File: src/reduce_config.svh
// ==========================================================================
// build-time shape and sizing of the tile reduction engine
// one tile shape per build, elements are DW-bit two's complement
// BUF_DEPTH must be a power of two, the ring pointers wrap on it
// ==========================================================================
`ifndef REDUCE_CONFIG_SVH
`define REDUCE_CONFIG_SVH

// element width in bits
`define DW          16

// tile shape h*p*n, reduction runs over n
`define H_TILE      1
`define P_TILE      2
`define N_TILE      8

// tile slots in the buffer, equals host credits after reset
`define BUF_DEPTH   4
// result credits held by the engine after reset
`define OUT_CREDITS 2

`endif

File: src/reduce_pkg.sv
// ==========================================================================
// shared types of the tile reduction engine
// widths come from the build-time macros, nothing here is run-time sized
// ==========================================================================
`include "reduce_config.svh"

package reduce_pkg;

  // ========================================================================
  // data vectors
  // ========================================================================

  // one element, adds wrap modulo 2^DW
  typedef logic [`DW-1:0] elem_t;

  // whole tile, element (h,p,n) at flat index ((h*P+p)*N+n), lsb slice first
  typedef logic [`H_TILE*`P_TILE*`N_TILE*`DW-1:0] tile_t;

  // one sum per (h,p) lane, same lane order as the tile
  typedef logic [`H_TILE*`P_TILE*`DW-1:0] result_t;

  // ring slot index
  typedef logic [$clog2(`BUF_DEPTH)-1:0] slot_t;

  // ========================================================================
  // control
  // ========================================================================

  // drain issues one read, then waits while the data comes back
  typedef enum logic [0:0] {
    DRAIN_IDLE,
    DRAIN_READ
  } drain_state_e;

  // adder tree depth, also the tree latency in cycles
  localparam int STAGES = $clog2(`N_TILE);

endpackage

File: src/tile_mem_if.sv
// ==========================================================================
// one requester's port onto the shared tile memory
// access happens when req and gnt are both high, rdata valid a cycle later
// ==========================================================================
`timescale 1ns/100ps

interface tile_mem_if import reduce_pkg::*; ();

  // request side
  logic  req;
  // 1 for write, 0 for read
  logic  we;
  slot_t addr;
  tile_t wdata;

  // answer side, gnt is combinational
  logic  gnt;
  // registered read data
  tile_t rdata;

  // used by ingest, drain, and the arbiter toward the buffer
  modport requester (
    output req, we, addr, wdata,
    input  gnt, rdata
  );

  // used by the arbiter toward its peers, and by the buffer
  modport arbiter (
    input  req, we, addr, wdata,
    output gnt, rdata
  );

endinterface

File: src/tile_buffer.sv
// ==========================================================================
// single-port tile store, one access per cycle
// every request is accepted, read data is registered
// contents are undefined until written
// ==========================================================================
`timescale 1ns/100ps
`include "reduce_config.svh"

module tile_buffer import reduce_pkg::*; (
  input logic         clk,
  tile_mem_if.arbiter mem
);

  // one tile per slot
  tile_t slots_q [`BUF_DEPTH];

  // single port never stalls a request
  assign mem.gnt = mem.req;

  // write on a granted write, register read data on a granted read
  always_ff @(posedge clk) begin
    if (mem.req && mem.gnt) begin
      if (mem.we) begin
        slots_q[mem.addr] <= mem.wdata;
      end else begin
        mem.rdata <= slots_q[mem.addr];
      end
    end
  end

  // ========================================================================
  // checks
  // ========================================================================

  // the winning requester must present a known in-range slot
  a_addr_in_range: assert property (
    @(posedge clk)
    mem.req |-> (!$isunknown(mem.addr) && (int'(mem.addr) < `BUF_DEPTH))
  ) else $error("tile_buffer: bad slot address %0d", mem.addr);

endmodule

File: src/mem_arbiter.sv
// ==========================================================================
// fixed-priority arbiter in front of the tile buffer
// writer always wins, reader only gets an idle cycle
// reader starvation is bounded by host credits, not by this block
// ==========================================================================
`timescale 1ns/100ps

module mem_arbiter import reduce_pkg::*; (
  input logic           clk,
  input logic           rst_n_i,
  tile_mem_if.arbiter   wr_port,
  tile_mem_if.arbiter   rd_port,
  tile_mem_if.requester mem
);

  logic wr_win;

  // write port has priority whenever it asks
  assign wr_win = wr_port.req;

  // ========================================================================
  // request path toward the buffer
  // ========================================================================

  assign mem.req   = wr_port.req | rd_port.req;
  // steer the winner's fields onto the single port
  assign mem.we    = wr_win ? wr_port.we    : rd_port.we;
  assign mem.addr  = wr_win ? wr_port.addr  : rd_port.addr;
  assign mem.wdata = wr_win ? wr_port.wdata : rd_port.wdata;

  // ========================================================================
  // answer path toward the peers
  // ========================================================================

  // grants follow the buffer's acceptance
  assign wr_port.gnt = wr_port.req & mem.gnt;
  assign rd_port.gnt = rd_port.req & ~wr_port.req & mem.gnt;

  // read data is broadcast, only the reader uses it
  assign wr_port.rdata = mem.rdata;
  assign rd_port.rdata = mem.rdata;

  // never two owners of the single port
  a_one_grant: assert property (
    @(posedge clk) disable iff (!rst_n_i)
    !(wr_port.gnt && rd_port.gnt)
  ) else $error("mem_arbiter: write and read granted together");

endmodule

File: src/tile_ingest.sv
// ==========================================================================
// host side of the engine, one tile per cycle at most
// host must hold a credit before raising tile_valid_i
// a tile is written one edge after it is sampled, it has write priority
// ==========================================================================
`timescale 1ns/100ps
`include "reduce_config.svh"

module tile_ingest import reduce_pkg::*; (
  input  logic          clk,
  input  logic          rst_n_i,
  input  logic          tile_valid_i,
  input  tile_t         tile_i,
  input  logic          slot_freed_i,
  output logic          credit_o,
  output logic          tile_written_o,
  tile_mem_if.requester mem
);

  // wide enough to show one tile beyond the buffer
  localparam int OCC_W = $clog2(`BUF_DEPTH + 1) + 1;

  logic             pend_q;
  tile_t            tile_q;
  slot_t            wr_ptr_q;
  logic [OCC_W-1:0] occ_q;
  logic             wr_fire;

  // write the staged tile at the ring head
  assign mem.req   = pend_q;
  assign mem.we    = 1'b1;
  assign mem.addr  = wr_ptr_q;
  assign mem.wdata = tile_q;

  assign wr_fire = mem.req && mem.gnt;

  // staging register for the incoming tile
  always_ff @(posedge clk) begin
    if (tile_valid_i) begin
      tile_q <= tile_i;
    end
  end

  always_ff @(posedge clk or negedge rst_n_i) begin
    if (!rst_n_i) begin
      pend_q         <= 1'b0;
      wr_ptr_q       <= '0;
      occ_q          <= '0;
      credit_o       <= 1'b0;
      tile_written_o <= 1'b0;
    end else begin
      pend_q <= tile_valid_i;
      // tell the drain one edge after the write
      tile_written_o <= wr_fire;
      // each freed slot goes back to the host as one credit
      credit_o <= slot_freed_i;
      if (wr_fire) begin
        wr_ptr_q <= wr_ptr_q + slot_t'(1);
      end
      // tiles accepted from the host and not yet freed
      occ_q <= occ_q + OCC_W'(tile_valid_i) - OCC_W'(slot_freed_i);
    end
  end

  // ========================================================================
  // checks
  // ========================================================================

  // staged tile is lost if the write is not taken at once
  a_wr_granted: assert property (
    @(posedge clk) disable iff (!rst_n_i)
    mem.req |-> mem.gnt
  ) else $error("tile_ingest: write not granted");

  // more tiles than slots means the host ignored its credits
  a_no_overrun: assert property (
    @(posedge clk) disable iff (!rst_n_i)
    occ_q <= OCC_W'(`BUF_DEPTH)
  ) else $error("tile_ingest: host credit violation, occupancy %0d", occ_q);

endmodule

File: src/tile_drain.sv
// ==========================================================================
// reads stored tiles in arrival order and feeds the adder tree
// a result credit is taken at read grant, so the tree never stalls
// at most one read every two cycles, reads yield to ingest writes
// ==========================================================================
`timescale 1ns/100ps
`include "reduce_config.svh"

module tile_drain import reduce_pkg::*; (
  input  logic          clk,
  input  logic          rst_n_i,
  input  logic          tile_written_i,
  input  logic          result_credit_i,
  output logic          slot_freed_o,
  output logic          tree_valid_o,
  output tile_t         tree_tile_o,
  tile_mem_if.requester mem
);

  localparam int CNT_W = $clog2(`BUF_DEPTH + 1) + 1;
  localparam int CRD_W = $clog2(`OUT_CREDITS + 1) + 1;

  drain_state_e     state_q;
  logic [CNT_W-1:0] stored_q;
  logic [CRD_W-1:0] credits_q;
  slot_t            rd_ptr_q;
  logic             have_tile;
  logic             rd_fire;

  // a tile written last edge counts already
  assign have_tile = (stored_q != '0) || tile_written_i;

  // no request in the cycle after a granted read
  assign mem.req   = (state_q == DRAIN_IDLE) && have_tile && (credits_q != '0);
  assign mem.we    = 1'b0;
  assign mem.addr  = rd_ptr_q;
  assign mem.wdata = '0;

  assign rd_fire = mem.req && mem.gnt;

  // slot is free as soon as its read is taken
  assign slot_freed_o = rd_fire;

  // buffer data is valid in the cycle after the grant
  assign tree_valid_o = (state_q == DRAIN_READ);
  assign tree_tile_o  = mem.rdata;

  always_ff @(posedge clk or negedge rst_n_i) begin
    if (!rst_n_i) begin
      state_q   <= DRAIN_IDLE;
      stored_q  <= '0;
      credits_q <= CRD_W'(`OUT_CREDITS);
      rd_ptr_q  <= '0;
    end else begin
      stored_q  <= stored_q + CNT_W'(tile_written_i) - CNT_W'(rd_fire);
      // spend one credit per read, regain one per consumed result
      credits_q <= credits_q + CRD_W'(result_credit_i) - CRD_W'(rd_fire);
      if (rd_fire) begin
        rd_ptr_q <= rd_ptr_q + slot_t'(1);
      end
      case (state_q)
        DRAIN_IDLE: begin
          if (rd_fire) begin
            state_q <= DRAIN_READ;
          end
        end
        // data returns here, back to idle regardless
        DRAIN_READ: state_q <= DRAIN_IDLE;
        default:    state_q <= DRAIN_IDLE;
      endcase
    end
  end

  // underflow wraps high, so one bound covers both ends
  a_credit_range: assert property (
    @(posedge clk) disable iff (!rst_n_i)
    credits_q <= CRD_W'(`OUT_CREDITS)
  ) else $error("tile_drain: result credits out of range, %0d", credits_q);

endmodule

File: src/reduce_stage.sv
// ==========================================================================
// one level of the pairwise adder tree, one cycle of latency
// sums wrap modulo 2^DW, an odd last element is added to zero
// ==========================================================================
`timescale 1ns/100ps

module reduce_stage import reduce_pkg::*; #(
  parameter int PREV_N = 2
) (
  input  logic                         clk,
  input  logic                         rst_n_i,
  input  logic                         valid_i,
  input  elem_t [PREV_N-1:0]           prev_i,
  output elem_t [(PREV_N+1)/2-1:0]     cur_o,
  output logic                         valid_o
);

  localparam int CUR_N = (PREV_N + 1) / 2;

  // inputs padded to an even count
  elem_t [2*CUR_N-1:0] padded;

  always_comb begin
    padded             = '0;
    padded[PREV_N-1:0] = prev_i;
  end

  // pair 2j with 2j+1, carry out of the top bit is dropped
  always_ff @(posedge clk) begin
    for (int j = 0; j < CUR_N; j++) begin
      cur_o[j] <= padded[2*j] + padded[2*j+1];
    end
  end

  always_ff @(posedge clk or negedge rst_n_i) begin
    if (!rst_n_i) begin
      valid_o <= 1'b0;
    end else begin
      valid_o <= valid_i;
    end
  end

endmodule

File: src/accum_n.sv
// ==========================================================================
// reduces each (h,p) lane of a tile over n, latency STAGES cycles
// all lanes run in lockstep, valid_o comes from lane 0
// N=1 builds no stages and passes the tile straight through
// ==========================================================================
`timescale 1ns/100ps
`include "reduce_config.svh"

module accum_n import reduce_pkg::*; (
  input  logic    clk,
  input  logic    rst_n_i,
  input  logic    valid_i,
  input  tile_t   tile_i,
  output result_t sum_o,
  output logic    valid_o
);

  localparam int LANES = `H_TILE * `P_TILE;

  // element count left after lvl levels, ceil(N / 2^lvl)
  function automatic int level_width(int lvl);
    return (`N_TILE + (1 << lvl) - 1) >> lvl;
  endfunction

  // tile viewed as elements, lane l owns slices l*N .. l*N+N-1
  elem_t [LANES*`N_TILE-1:0] elems;
  elem_t [LANES-1:0]         sums;

  assign elems = tile_i;
  assign sum_o = sums;

  if (STAGES == 0) begin : g_bypass
    // one element per lane is already the sum
    assign sums    = elems;
    assign valid_o = valid_i;
  end else begin : g_tree
    for (genvar l = 0; l < LANES; l++) begin : g_lane
      // ======================================================================
      // chain of levels, level s holds level_width(s) partial sums
      // ======================================================================
      for (genvar s = 1; s <= STAGES; s++) begin : g_lvl
        elem_t [level_width(s)-1:0] cur;
        logic                       cur_valid;

        if (s == 1) begin : g_first
          reduce_stage #(.PREV_N(`N_TILE)) u_stage (
            .clk     (clk),
            .rst_n_i (rst_n_i),
            .valid_i (valid_i),
            .prev_i  (elems[l*`N_TILE +: `N_TILE]),
            .cur_o   (cur),
            .valid_o (cur_valid)
          );
        end else begin : g_next
          reduce_stage #(.PREV_N(level_width(s-1))) u_stage (
            .clk     (clk),
            .rst_n_i (rst_n_i),
            .valid_i (g_lvl[s-1].cur_valid),
            .prev_i  (g_lvl[s-1].cur),
            .cur_o   (cur),
            .valid_o (cur_valid)
          );
        end
      end

      // last level is down to a single element
      assign sums[l] = g_lvl[STAGES].cur[0];

      // every lane runs the same chain, lane 0 stands for all
      if (l == 0) begin : g_valid
        assign valid_o = g_lvl[STAGES].cur_valid;
      end
    end
  end

endmodule

File: src/reduce_engine_top.sv
// ==========================================================================
// tile reduction engine, credit flow control on both sides
// host starts with BUF_DEPTH credits, engine with OUT_CREDITS
// idle latency from tile sample to result is STAGES+2 edges
// ==========================================================================
`timescale 1ns/100ps

module reduce_engine_top import reduce_pkg::*; (
  input  logic    clk,
  input  logic    rst_n_i,
  input  logic    tile_valid_i,
  input  tile_t   tile_i,
  output logic    credit_o,
  output logic    result_valid_o,
  output result_t result_o,
  input  logic    result_credit_i
);

  // peer ports and the merged buffer port
  tile_mem_if wr_if  ();
  tile_mem_if rd_if  ();
  tile_mem_if buf_if ();

  // peer handshakes
  logic  tile_written;
  logic  slot_freed;
  // drain to tree
  logic  tree_valid;
  tile_t tree_tile;

  tile_ingest u_ingest (
    .clk            (clk),
    .rst_n_i        (rst_n_i),
    .tile_valid_i   (tile_valid_i),
    .tile_i         (tile_i),
    .slot_freed_i   (slot_freed),
    .credit_o       (credit_o),
    .tile_written_o (tile_written),
    .mem            (wr_if.requester)
  );

  tile_drain u_drain (
    .clk             (clk),
    .rst_n_i         (rst_n_i),
    .tile_written_i  (tile_written),
    .result_credit_i (result_credit_i),
    .slot_freed_o    (slot_freed),
    .tree_valid_o    (tree_valid),
    .tree_tile_o     (tree_tile),
    .mem             (rd_if.requester)
  );

  mem_arbiter u_arb (
    .clk     (clk),
    .rst_n_i (rst_n_i),
    .wr_port (wr_if.arbiter),
    .rd_port (rd_if.arbiter),
    .mem     (buf_if.requester)
  );

  tile_buffer u_buf (
    .clk (clk),
    .mem (buf_if.arbiter)
  );

  accum_n u_accum (
    .clk     (clk),
    .rst_n_i (rst_n_i),
    .valid_i (tree_valid),
    .tile_i  (tree_tile),
    .sum_o   (result_o),
    .valid_o (result_valid_o)
  );

endmodule

File: config.mk
export PLATFORM = sky130hd
export DESIGN_NAME = reduce_engine_top
export DESIGN_NICKNAME = d
export VERILOG_FILES = /design/src/reduce_pkg.sv /design/src/tile_mem_if.sv /design/src/tile_buffer.sv /design/src/mem_arbiter.sv /design/src/tile_ingest.sv /design/src/tile_drain.sv /design/src/reduce_stage.sv /design/src/accum_n.sv /design/src/reduce_engine_top.sv
export VERILOG_INCLUDE_DIRS = /design/src
export SDC_FILE = /design/constraint.sdc
export NUM_CORES = 2
export LEC_CHECK = 0
export BUFFER_PORTS_ARGS = -buffer_cell sky130_fd_sc_hd__buf_2
export CAP_MARGIN = 20
export CORE_ASPECT_RATIO = 1.1
export CORE_MARGIN = 4
export CORE_UTILIZATION = 55
export DETAILED_ROUTE_END_ITERATION = 10
export PLACE_DENSITY = 0.75
export SLEW_MARGIN = 20
export SYNTH_ARGS = -nofsm -noshare
export SYNTH_HDL_FRONTEND = slang
export SYNTH_SLANG_ARGS = --single-unit
File: constraint.sdc
create_clock -name clk -period 20.3 [get_ports clk]
set_input_delay 1.015 -clock clk [delete_from_list [all_inputs] [get_ports clk]]
set_output_delay 1.015 -clock clk [all_outputs]
set_load 0.005 [all_outputs]
; Yosys cells after proc, flatten, opt, wreduce, memory -nomap -nowiden
; Memory sizes are Yosys's and may differ from the RTL's. A register that Yosys moved wholly into a read port is not among the register bits.
; Cells that the tools add are included.
[totals]
reg_bits = 498
ramBits = 1024
out_inout_bits = 34
wordCells = 70
mem_count = 1
[classes]
n_addsub = 20
mux = 8
bitwise = 7
reduce_logical = 8
[mem_list]
columns = name, words, width, read_ports, rd_ports_with_merged_regs, wr, line_no
row1 = u_buf.slots_q, 4, 256, 1, 1, 1, tile_buffer.sv:15  ; tile_t slots_q [`BUF_DEPTH];
[ops]
columns = op, count
row1 = 2-to-1 mux 256 bit, 1
row2 = adder 16 bit, 14
row3 = 2-to-1 mux 1 bit, 5
row4 = adder 2 x 1 -> 2 bit (second input constant), 2
row5 = adder 4 x 1 -> 4 bit, 1
row6 = logical AND 1 bit, 4
row7 = nonzero test 4 bit, 1
row8 = subtractor 4 x 1 -> 4 bit, 1
row9 = adder 3 x 1 -> 3 bit, 1
row10 = bitwise AND 1 bit, 3
row11 = inverter 1 bit, 3
row12 = nonzero test 3 bit, 1
row13 = subtractor 3 x 1 -> 3 bit, 1
row14 = 2-to-1 mux 2 bit, 1
row15 = case mux 1 bit (2 select lines), 1
row16 = AND reduction 2 bit, 1
row17 = logical OR 1 bit, 1
row18 = OR 1 bit, 1

; Depth between registers and ports, before layout
[depth]
depth_word = 9
depth_mapped = 11
depth_no_buf = 11

; By module
; Synthesis repeated with hierarchy kept, for this count alone.
[hier_totals]
hier_cells = 4730
hier_area_um2 = 79087.1
[by_module_without_submodules]
columns = mod, instances, cells_per_inst, area_per_inst_um2
row1 = tile_buffer, 1, 1600, 44680.4
row2 = tile_ingest, 1, 267, 7855.0
row3 = mem_arbiter, 1, 803, 7722.4
row4 = tile_drain, 1, 558, 4404.2
row5 = reduce_stage at u_accum.g_tree.g_lane[0].g_lvl[1].g_first.u_stage, 1, 409, 3912.5
row6 = reduce_stage at u_accum.g_tree.g_lane[1].g_lvl[1].g_first.u_stage, 1, 394, 3891.2
row7 = reduce_stage at u_accum.g_tree.g_lane[0].g_lvl[3].g_next.u_stage ..., 2, 121, 1151.1
row8 = reduce_stage at u_accum.g_tree.g_lane[0].g_lvl[2].g_next.u_stage, 1, 231, 2182.1
row9 = reduce_stage at u_accum.g_tree.g_lane[1].g_lvl[2].g_next.u_stage, 1, 226, 2137.0

; Worst setup path after synthesis
; Ideal clock, no wire load.
[synth_path]
path_type = register to register
startpoint = register u_ingest.pend_q, in the netlist u_ingest.mem.req
endpoint = memory u_buf.slots_q[0][0] (netlist name) (enable)
setup_ps = 1238
t_arrival_ps = 19111
t_required_ps = 19062
path_slack_ps = -49
path_stages_with_launch = 3
n_path_buf = 1
cell_sequence = dfrtp_1 -> clkbuf_1 -> nor3b_1
[synth_via]
elab_chain_cells = 4
[synth_lines]
columns = element, line_no
row1 = from (decl), tile_ingest.sv:23  ; logic pend_q;
row2 = from (signal assigned), tile_ingest.sv:52  ; pend_q <= tile_valid_i;
row3 = 2-to-1 mux 1 bit, mem_arbiter.sv:27  ; assign mem.we = wr_win ? wr_port.we : rd_port.we;
row4 = 2-to-1 mux 1 bit, tile_buffer.sv:23  ; if (mem.we) begin
row5 = 2-to-1 mux 1 bit, tile_buffer.sv:22  ; if (mem.req && mem.gnt) begin
row6 = 2-to-1 mux 1 bit (not written as such), tile_buffer.sv:24  ; slots_q[mem.addr] <= mem.wdata;
row7 = to (decl), tile_buffer.sv:15
; Several ways; a longest one is shown, not always the timed one.

; Worst setup path in the final report
[layout_path]
startpoint = register u_ingest.pend_q, in the netlist u_ingest.mem.req
endpoint = memory u_buf.slots_q[1][135] (netlist name) (enable)
; The elaborated chain is that of the path after synthesis.

==> metrics <==
CTS H-tree depth 4; Synth Area in Adders under 10%; Tot Pwr 0.0129 W; total wire length 133 mm; Worst-Skew Late Latency between 0.7 and 0.8 ns; post-synthesis mux area share approximately 8.5%; average routed wire per standard cell 23.0 um; Mean Syn Cell Area 19.0 um^2; drt first pass iters 5; Cell Rows about 140; Final Setup Violations 0; Clock Sink Count approximately 1800; kind of critical path reg -> reg; Synth Area in Simple Gates 4.53%; Bufs on Longest Clock Path 3; setup_tns 0 ns; GPL Wtd Cong around 0.83; Synth area leader edfxtp_1; register bit total from synthesis 1778; fin cells about 5800; post-DP HPWL roughly 83 mm; Most Used Layer, Global Route met2; relative slew slack a little under a quarter; Post-CTS Resized 0; fin. max-slew vios 0; Worst Tran Pin Value between 1 and 1.5 ns; Cell Pwr Density around 170 mW/mm^2; Max Fanout on Critical Path between 100 and 150; R2R Setup Slk about 15 ns; Post-route DRC 0; setup bufs post-CTS 0; post-synthesis cell area around 0.07 mm^2; Worst-path clk slew 0.06 ns; CTS root buf clkbuf_16; Mapped Cells 3579; CTS Buf Count roughly 170; Core Footprint about 0.12 mm^2; Die W ~340 um; GRT Util Overall approximately a fifth; Req. time, crit path about 21 ns; Inst Count DP 5459; post-cts hold buffer count 0; GR Util met2 a little over a third; met3 Use GR approximately 3.5%; total number of vias ~33000; pre-CTS setup slack around 15 ns; fin crit share between 20% and 30%; vias in the first global route between 30000 and 40000; Setup WS post-layout 15.32 ns; VDD IR max between 0.0001 and 0.00015 V; Die Span Y roughly 380 um; synth top area cells edfxtp_1, mux4_2, dfxtp_1; vias per cell 5.66; IO Count 294; outcome completed; skew final 0.0262 ns; Syn Nets roughly 4000; synth unique cells a little under 70; antenna violations before repair 5; Critical Path Start Type register; largest net degree at the start of global routing 141; Final Hold Viols 0; TritonCTS clock tree built; first-pass GRT wire length about 200 mm; WP data arrival 5.38 ns; Port Buffer Count around 300; Starting Density approximately 55%; Final Critical Period roughly 5 ns; share of layout cells above drive strength 1 roughly a fifth; Hold WC Path Type in -> async; Layout Nets 4483; RSZ-0062 raised after global routing no; die area approximately 0.13 mm^2; top cell type's share of synthesized area between 60% and 70%; fmax between 0.2 and 0.25 GHz; CP Capture Type register; max cap viols 0; DRT iter0 DRCs between 2000 and 3000; Synth Area in Compound Gates roughly 4.2%; LEAKAGE 27.6 nW; Synth warnings 0; ys async rst share approximately 1.0%; area delta synth->final 13.5%; total grt overflow 0; GR Layer Usage met1 28.3%; sequential share of the synthesized area around 75%; ANT nets after route 0; WHS 0.160 ns; Top FF cell, synth edfxtp_1; largest family of logic cells by synthesized area multiplexers; EDFF count, synth roughly 1500; Post-Synth XOR/XNOR Area about 2.5%
## final timing paths
path                                         end  depth (start not counted)        startpoint
setup / recovery           u_buf.slots_q[1][135]                          6  u_ingest.mem.req
hold / removal              u_drain.credits_q[2]                          1           rst_n_i
setup reg to reg           u_buf.slots_q[1][135]                          6  u_ingest.mem.req
hold reg to reg                         register                          0          register
max in group asynchronous       u_ingest.mem.req                          1           rst_n_i
min in group clk                        register                          0          register
## where the power goes
group	switching (W)	leakage (nW)	total, W	internal [W]
registers	0.000371	16.6	0.00554	0.00517
logic	0.00234	8.18	0.00420	0.00186
clock network	0.00134	2.75	0.00315	0.00181
## critical path: stages (launching register included)
cell	delay [ns]
dfrtp_4	0.98
buf_4	0.80
nand2_1	0.26
nor2_4	0.15
buf_4	0.62
buf_4	0.86
buf_4	0.73
## logic make-up after synthesis
family                     after synthesis
and+or+nand+nor                        559
adders and majority gates              231
muxes                                  261
DFF                                   1778
buffers and inverters                  125
AOI/OAI and AO/OA                      431
xor gates and xnor gates               194
## routing by layer
layer / wire length (um) / up-vias / share of wire (%)
met2: 67800 / 960 / 51
li1: - / 14904 / -
met4: 3120 / 0 / 2.3
met5: 0 / - / 0
met3: 7270 / 198 / 5.5
met1: 54800 / 16677 / 41
## cell usage after synthesis, drive strengths merged, types with 5 or more instances
master and number:
a21boi 6, o21ai 64, o31ai 7, inv 39, a211o 6, clkbuf 43, and2 262, a221o 5
buf 43, nand2b 16, nor2 102, nor3 22, nand3 17, nor2b 39, mux4 256, edfxtp 1536
a221oi 6, and3 18, dfxtp 224, a31oi 14, mux2i 5, a21o 79, fa 16, a311oi 7
dfrtp 17, o211ai 6, nand4 5, a211oi 26, o21bai 17, xor2 59, ha 215, nand2 52
a21oi 140, o21a 25, or3 9, xnor2 135
## registers in the layout (all words and copies together) (netlist names)
register                                             flops
u_buf.slots_q                                         1024
u_buf.mem.rdata                                        256
u_ingest.mem.wdata                                     256
u_accum.g_tree.g_lane.g_lvl.g_first.u_stage.cur_o      128
u_accum.g_tree.g_lane.g_lvl.g_next.u_stage.cur_o        96
u_drain.stored_q                                         4
u_drain.credits_q                                        3
u_accum.g_tree.g_lane.g_lvl.g_next.u_stage.valid_o       2
u_drain.mem.addr                                         2
u_ingest.mem.addr                                        2
u_accum.g_tree.g_lane.g_lvl.g_first.u_stage.valid_o      1
u_drain.tree_valid_o                                     1
u_ingest.credit_o                                        1
u_ingest.mem.req                                         1
u_ingest.tile_written_o                                  1
## metrics by stage
stage | area, um^2 | util [%]
2_1_floorplan | 68000 | -
3_3_place_gp | 71500 | 58.2
3_5_place_dp | 71500 | 58.2
4_1_cts | 77200 | 62.8
5_1_grt | 77200 | 62.8
6_report | 77200 | 62.8
## layout make-up
class	instances	area [um^2]
multi-input cells	1676	16500
fillers	8487	45700
inverters	39	154
clock inverters	93	825
repair buffers	323	1780
diodes	1	2.50
flip-flops and latches	1778	51100
clock buffers	230	4830
well taps	1644	2060
## cell usage in the layout, fill, tap and decap left out, drive strengths merged, types with 39 or more instances in the layout
master / count
dfxtp: 224
xor2: 59
nand2: 52
ha: 215
clkinv: 67
buf: 323
edfxtp: 1536
nor2: 102
a21o: 79
o21ai: 64
nor2b: 39
clkbuf: 230
xnor2: 135
mux4: 256
inv: 46
a21oi: 140
and2: 262
Power figures use the tool's default switching activity.
